`src/common/scan_defines.svh`:
```
`ifndef SCAN_DEFINES_SVH
`define SCAN_DEFINES_SVH

// address payload, shifted after the code bits of a write address frame
`define SCAN_ADDR_LEN 8

// data payload, shifted after the code bits of a write or read data frame
`define SCAN_DATA_LEN 16

// operation code that opens every frame, bit 0 first
`define SCAN_CODE_LEN 2

`endif

```
`src/common/scanCmdPkg.sv`:
```
`include "scan_defines.svh"

package scanCmdPkg;

        // host operations, one per strobe
        typedef enum logic [1:0] {
                opWrAddr = 2'd0,
                opWrData = 2'd1,
                opRdData = 2'd2
        } scanOpT;

        // address register contents of the target
        typedef logic [`SCAN_ADDR_LEN-1:0] addrT;

        // one data word, written or read back
        typedef logic [`SCAN_DATA_LEN-1:0] dataT;

endpackage

```
`src/common/scanLinePkg.sv`:
```
`include "scan_defines.svh"

package scanLinePkg;

        // code bits as they appear on scanDo ahead of the payload
        typedef enum logic [`SCAN_CODE_LEN-1:0] {
                codeWrAddr = 2'b01,
                codeWrData = 2'b10,
                codeRdData = 2'b11
        } scanCodeT;

        // phases of one frame, shared by all three operations
        typedef enum logic [2:0] {
                phIdle      = 3'd0,
                phCode0     = 3'd1,
                phCode1     = 3'd2,
                phAddrShift = 3'd3,
                phDataShift = 3'd4,
                phEnd       = 3'd5,
                phDone      = 3'd6
        } framePhaseT;

endpackage

```
`src/common/shiftCtrlIf.sv`:
```
`timescale 1ns/1ps

interface shiftCtrlIf;

        // copy the parallel value and clear the bit counter
        logic load;
        // shift one bit toward the lsb this cycle
        logic shiftEn;
        // bit entering at the msb
        logic serialIn;
        // current lsb of the register
        logic serialOut;
        // counter sits on the final bit of the payload
        logic lastBit;

        modport sequencer (
                output load,
                output shiftEn,
                output serialIn,
                input  serialOut,
                input  lastBit
        );

        modport shifter (
                input  load,
                input  shiftEn,
                input  serialIn,
                output serialOut,
                output lastBit
        );

endinterface

```
`src/rtl/scanAccess.sv`:
```
`timescale 1ns/1ps

module scanAccess (
        input  logic                ICK,
        input  logic                RST,
        input  logic                cmdValid,
        input  scanCmdPkg::scanOpT  cmdOp,
        input  scanCmdPkg::addrT    cmdAddr,
        input  scanCmdPkg::dataT    cmdData,
        input  logic                scanDi,
        output logic                busy,
        output logic                doneValid,
        output scanCmdPkg::dataT    rspData,
        output logic                scanSel,
        output logic                scanDo
);

        // one control link per shifter
        shiftCtrlIf addrIf ();
        shiftCtrlIf dataIf ();

        scanSequencer sequencer (
                .ICK       (ICK),
                .RST       (RST),
                .cmdValid  (cmdValid),
                .cmdOp     (cmdOp),
                .scanDi    (scanDi),
                .addrCtrl  (addrIf.sequencer),
                .dataCtrl  (dataIf.sequencer),
                .busy      (busy),
                .doneValid (doneValid),
                .scanSel   (scanSel),
                .scanDo    (scanDo)
        );

        // the address value is kept only inside the shifter
        scanShifter #(
                .payloadT (scanCmdPkg::addrT)
        ) addrShifter (
                .ICK       (ICK),
                .RST       (RST),
                .ctrl      (addrIf.shifter),
                .loadValue (cmdAddr),
                .value     ()
        );

        // read replies are captured here and come out as rspData
        scanShifter #(
                .payloadT (scanCmdPkg::dataT)
        ) dataShifter (
                .ICK       (ICK),
                .RST       (RST),
                .ctrl      (dataIf.shifter),
                .loadValue (cmdData),
                .value     (rspData)
        );

endmodule

```
`src/rtl/scanSequencer.sv`:
```
`timescale 1ns/1ps

module scanSequencer (
        input  logic                 ICK,
        input  logic                 RST,
        input  logic                 cmdValid,
        input  scanCmdPkg::scanOpT   cmdOp,
        input  logic                 scanDi,
        shiftCtrlIf.sequencer        addrCtrl,
        shiftCtrlIf.sequencer        dataCtrl,
        output logic                 busy,
        output logic                 doneValid,
        output logic                 scanSel,
        output logic                 scanDo
);

        scanLinePkg::framePhaseT phase;
        scanLinePkg::framePhaseT phaseNext;
        scanCmdPkg::scanOpT      opQ;
        scanLinePkg::scanCodeT   lineCode;
        logic                    accept;

        // a strobe only counts while idle, later ones are dropped
        assign accept = (phase == scanLinePkg::phIdle) && cmdValid;

        // phase register and latched operation
        always_ff @(posedge ICK or posedge RST) begin
                if (RST) begin
                        phase <= scanLinePkg::phIdle;
                        opQ   <= scanCmdPkg::opWrAddr;
                end else begin
                        phase <= phaseNext;
                        if (accept) begin
                                opQ <= cmdOp;
                        end
                end
        end

        always_comb begin
                phaseNext = scanLinePkg::phIdle;
                case (phase)
                        scanLinePkg::phIdle: begin
                                phaseNext = cmdValid ? scanLinePkg::phCode0
                                                     : scanLinePkg::phIdle;
                        end
                        scanLinePkg::phCode0: begin
                                phaseNext = scanLinePkg::phCode1;
                        end
                        scanLinePkg::phCode1: begin
                                // payload kind follows from the operation
                                if (opQ == scanCmdPkg::opWrAddr) begin
                                        phaseNext = scanLinePkg::phAddrShift;
                                end else begin
                                        phaseNext = scanLinePkg::phDataShift;
                                end
                        end
                        scanLinePkg::phAddrShift: begin
                                phaseNext = addrCtrl.lastBit ? scanLinePkg::phEnd
                                                             : scanLinePkg::phAddrShift;
                        end
                        scanLinePkg::phDataShift: begin
                                phaseNext = dataCtrl.lastBit ? scanLinePkg::phEnd
                                                             : scanLinePkg::phDataShift;
                        end
                        scanLinePkg::phEnd: begin
                                phaseNext = scanLinePkg::phDone;
                        end
                        scanLinePkg::phDone: begin
                                phaseNext = scanLinePkg::phIdle;
                        end
                        default: begin
                                phaseNext = scanLinePkg::phIdle;
                        end
                endcase
        end

        // line code for the latched operation
        always_comb begin
                case (opQ)
                        scanCmdPkg::opWrAddr: lineCode = scanLinePkg::codeWrAddr;
                        scanCmdPkg::opWrData: lineCode = scanLinePkg::codeWrData;
                        default:              lineCode = scanLinePkg::codeRdData;
                endcase
        end

        // shifter control, loads happen in the accepting cycle
        assign addrCtrl.load    = accept && (cmdOp == scanCmdPkg::opWrAddr);
        assign dataCtrl.load    = accept && (cmdOp != scanCmdPkg::opWrAddr);
        assign addrCtrl.shiftEn = (phase == scanLinePkg::phAddrShift);
        assign dataCtrl.shiftEn = (phase == scanLinePkg::phDataShift);

        // address word rotates so the shifter keeps it after the frame
        assign addrCtrl.serialIn = addrCtrl.serialOut;
        // read reply enters the data shifter in the same cycle it is driven
        assign dataCtrl.serialIn = scanDi;

        // select is high for the code bits and the payload only
        assign scanSel = (phase == scanLinePkg::phCode0)
                      || (phase == scanLinePkg::phCode1)
                      || (phase == scanLinePkg::phAddrShift)
                      || (phase == scanLinePkg::phDataShift);

        always_comb begin
                case (phase)
                        scanLinePkg::phCode0:     scanDo = lineCode[0];
                        scanLinePkg::phCode1:     scanDo = lineCode[1];
                        scanLinePkg::phAddrShift: scanDo = addrCtrl.serialOut;
                        scanLinePkg::phDataShift: begin
                                // nothing meaningful goes out while the target replies
                                scanDo = (opQ == scanCmdPkg::opRdData) ? 1'b0
                                                                       : dataCtrl.serialOut;
                        end
                        default:                  scanDo = 1'b0;
                endcase
        end

        assign busy      = (phase != scanLinePkg::phIdle);
        assign doneValid = (phase == scanLinePkg::phDone);

endmodule

```
`src/rtl/scanShifter.sv`:
```
`timescale 1ns/1ps

module scanShifter #(
        parameter type payloadT = logic [7:0]
) (
        input  logic          ICK,
        input  logic          RST,
        shiftCtrlIf.shifter   ctrl,
        input  payloadT       loadValue,
        output payloadT       value
);

        localparam int Width    = $bits(payloadT);
        localparam int CntWidth = (Width > 1) ? $clog2(Width) : 1;
        localparam logic [CntWidth-1:0] LastIdx = CntWidth'(Width - 1);

        logic [Width-1:0]    shiftReg;
        logic [CntWidth-1:0] bitCnt;

        // payload register, lsb leaves first, new bits enter at the msb
        always_ff @(posedge ICK) begin
                if (ctrl.load) begin
                        shiftReg <= loadValue;
                end else if (ctrl.shiftEn) begin
                        shiftReg <= {ctrl.serialIn, shiftReg[Width-1:1]};
                end
        end

        // bit counter, one step per shifted bit
        always_ff @(posedge ICK or posedge RST) begin
                if (RST) begin
                        bitCnt <= '0;
                end else if (ctrl.load) begin
                        bitCnt <= '0;
                end else if (ctrl.shiftEn) begin
                        bitCnt <= bitCnt + 1'b1;
                end
        end

        assign ctrl.serialOut = shiftReg[0];

        // high during the cycle that shifts the final bit
        assign ctrl.lastBit = (bitCnt == LastIdx);

        // after a full frame this is the captured word
        assign value = shiftReg;

endmodule

```
`config.mk`:
```
export PLATFORM = sky130hd
export DESIGN_NAME = scanAccess
export DESIGN_NICKNAME = d
export VERILOG_FILES = /design/src/common/scanCmdPkg.sv /design/src/common/scanLinePkg.sv /design/src/common/shiftCtrlIf.sv /design/src/rtl/scanAccess.sv /design/src/rtl/scanSequencer.sv /design/src/rtl/scanShifter.sv
export VERILOG_INCLUDE_DIRS = /design/src /design/src/common
export SDC_FILE = /design/constraint.sdc
export NUM_CORES = 1
export LEC_CHECK = 0
export BUFFER_PORTS_ARGS = -buffer_cell sky130_fd_sc_hd__buf_2
export CAP_MARGIN = 30
export CORE_MARGIN = 2
export CORE_UTILIZATION = 46
export CTS_BUF_LIST = sky130_fd_sc_hd__clkbuf_16
export DETAILED_ROUTE_END_ITERATION = 16
export PLACE_DENSITY = 0.81
export SYNTH_ARGS = -nofsm -noshare
export SYNTH_HDL_FRONTEND = slang
export SYNTH_SLANG_ARGS = --single-unit
```
`constraint.sdc`:
```
create_clock -name ICK -period 2 [get_ports ICK]
set_clock_uncertainty 0.2 [all_clocks]
set_input_delay 0.1 -clock ICK [delete_from_list [all_inputs] [get_ports ICK]]
set_output_delay 0.1 -clock ICK [all_outputs]
set_load 0.01 [all_outputs]
```
==> reports/summary.txt <==
Status = finished with violations
Failing checks = setup timing
Layout cell share with drive strength beyond 1 = 47.17%
Worst-Skew Late Latency = 0.28 ns
Post-synthesis sequential area ratio = 58.79%
Vias in the first global route = 1,427
WL/cell = 15.64 um
DRC Markers = 0
Initial Util = 47.80%
Area leader, netlist = edfxtp_1
Final setup fails = 32
Worst-margin pin slew = 0.4676 ns
EDFF count, synth = 24
Nets = 244
H-Tree Depth = 2
Comb pwr share = 39.0%
Final Core Density = 70.01%
Endpoints failing hold = 0
Pleak = 1.104 nW
Routed wire length = 4.067 mm
Peak supply drop = 0.0009490 V
Cell count after synthesis = 124
Remaining antenna violation count after routing = 0
CTS buffer count = 5
Clock transition at path regs = 0.05 ns
Number of library cell types mapped by synthesis = 35
N_diodes = 0
Slew margin rel. = 68.40%
Maximum net fanout on the critical path = 8
Switching power = 1.130 mW
Initial antenna violation count = 0
Flops & latches, synth = 36
Share of the synthesized area in the top cell type = 41.50%
Area Overhead vs Synth = 46.47%
Site row count = 22
Wire length of the first global-routing pass = 6.844 mm
Crit path required time = 1.83 ns
P_int = 2.321 mW
WP data arrival = 1.98 ns
Fin crit period = 2.146 ns
Pins Over Slew Limit = 0
Worst hold path class = primary input to flop
CORE AREA = 3633 um^2
YS warnings = 0
Gr usage total = 22.02%
Power per standard cell area = 1357 nW/um^2
Io pins = 50
Worst hold slack = 0.09456 ns
Mapped Avg Cell Area = 14.01 um^2
Worst setup SP type = flop
Fraction of registers with async set/reset = 33.33%
Grt ovf = 0
Clock Sinks = 36
Sw Ratio = 32.75%
RSZ-0062 raised after global routing = yes
Placer Congestion = 0.7300
Longest Clk Path Bufs = 2
Via density = 5.196
Final HPWL from detailed placement = 2.399 mm
Die area = 4283 um^2
CP Capture Type = flop
CTS tree = yes
Largest net degree at the start of global routing = 23
Path type of the worst setup path = flop to flop
DRT Pass-1 Iters = 4
Max Cap Viol = 0
Seq pwr share = 39.6%
Ys flop type = edfxtp_1
PortBufs = 49
Via count = 1,351
Clock power frac = 21.5%
DRT iter0 DRCs = 115
Top post-synthesis cells by area = edfxtp_1 (41%), dfrtp_1 (17%), mux2_2 (12%)
Period utilization = 107.3%
Die H = 65.45 um
Fin worst setup slack = -0.1457 ns
CTS root buf = clkbuf_16
Cell area after synthesis = 1737 um^2
Die Span X = 65.45 um
Syn Nets = 157
F_max = 0.4661 GHz
==> layer usage <==
metal	wire, um	part of all wire (%)	GRT usage (%)	vias up
met5	0	0	0	-
met4	95	2.3	8.594	0
met3	227	5.6	6.164	12
met2	2087	51	37.37	49
met1	1657	41	26.54	652
li1	-	-	-	638
==> cell usage after synthesis, drive strengths merged (2+ instances only) <==
cell type,n
mux2,26
edfxtp,24
dfrtp,12
nor2,6
buf,5
o21ai,5
a21oi,3
ha,3
inv,3
nand2,3
nand3,3
nor2b,3
and2,2
clkbuf,2
nand2b,2
nor3,2
nor3b,2
o22ai,2
or3,2
xnor2,2
==> power groups by stage <==
stage | Clock (mW) | Sequential [mW] | Combinational [mW]
after floorplan | 0 | 1.40 | 0.753
after global placement | 0 | 1.34 | 1.16
after CTS | 0.741 | 1.35 | 1.32
final | 0.741 | 1.37 | 1.35
after global routing | 0.783 | 1.41 | 1.49
after detailed placement | 0 | 1.36 | 1.22
==> path summary, 6_finish.rpt <==
kind / end / from / depth (start not counted) / slack, ns
worst max-delay path: addrShifter.value[5] / sequencer.phase[1] / 3 / -0.15
worst min register to register: addrShifter.bitCnt[2] / addrShifter.bitCnt[2] / 2 / 0.33
max in group asynchronous: addrShifter.bitCnt[1] / RST / 3 / 1.09
min in group asynchronous: sequencer.phase[1] / RST / 3 / 0.18
worst min-delay path: sequencer.phase[0] / cmdValid / 4 / 0.09
worst max register to register: addrShifter.value[5] / sequencer.phase[1] / 3 / -0.15
==> sequential cells by signal, indices dropped and copies added (netlist names) <==
name,flops
addrShifter.value,8
addrShifter.bitCnt,3
dataShifter.value,16
dataShifter.bitCnt,4
sequencer.opQ,2
sequencer.phase,3
==> critical path, stage by stage, from the launching register on <==
cell,delay [ns]
dfrtp_1,0.38
or4b_4,0.56
or3_4,0.43
mux2_4,0.33
==> logic make-up after synthesis <==
kind of cell,Yosys count,share of synthesized area [%]
buffers and inverters,10,3.026
xor gates and xnor gates,3,1.513
AOI/OAI and AO/OA,15,5.403
adders and majority gates,3,2.162
muxes,27,18.95
and+or+nand+nor,30,10.16
DFF,36,58.79
==> cell usage in the layout (no fill, tap or decap), drive strengths merged, types with 3 or more instances in the layout <==
cell type / netlist / routed
nand3: 3 / 3
inv: 3 / 5
mux2: 26 / 26
a21oi: 3 / 3
o21ai: 5 / 5
nand2: 3 / 3
edfxtp: 24 / 24
dfrtp: 12 / 12
ha: 3 / 3
dlygate4sd3: 0 / 28
buf: 5 / 58
nor2: 6 / 6
clkbuf: 2 / 5
nor2b: 3 / 3
==> metrics by stage <==
| stage | cells | TNS, ns | area, um^2 | worst slack [ns] | power (mW) |
|---|---|---|---|---|---|
| floorplan | 124 | -4.251 | 1744 | -0.1619 | 2.149 |
| global placement | 222 | -5.585 | 2076 | -0.1799 | 2.506 |
| detailed placement | 222 | -6.863 | 2076 | -0.2315 | 2.576 |
| CTS | 260 | -4.853 | 2527 | -0.1655 | 3.410 |
| global route | 260 | -4.877 | 2544 | -0.1838 | 3.677 |
| finish | 260 | -2.887 | 2544 | -0.1457 | 3.452 |
==> cell type report <==
cell class	count	area, um^2
inverters	3	11.26
well taps	48	60.06
fillers	253	1090
flip-flops and latches	36	1021
repair buffers	86	605.6
clock buffers	5	125.1
multi-input cells	79	708.2
clock inverters	3	12.51
==> repair_timing <==
item	CTS	global route
endpoints found under the hold margin	38	0
cloned	1	0
gates resized for setup	5	5
hold buffers	28	0
pin swaps	1	3
endpoints found under the setup margin	48	50
buffers inserted	1	1
Note: power is estimated with default switching activity, not from simulation.
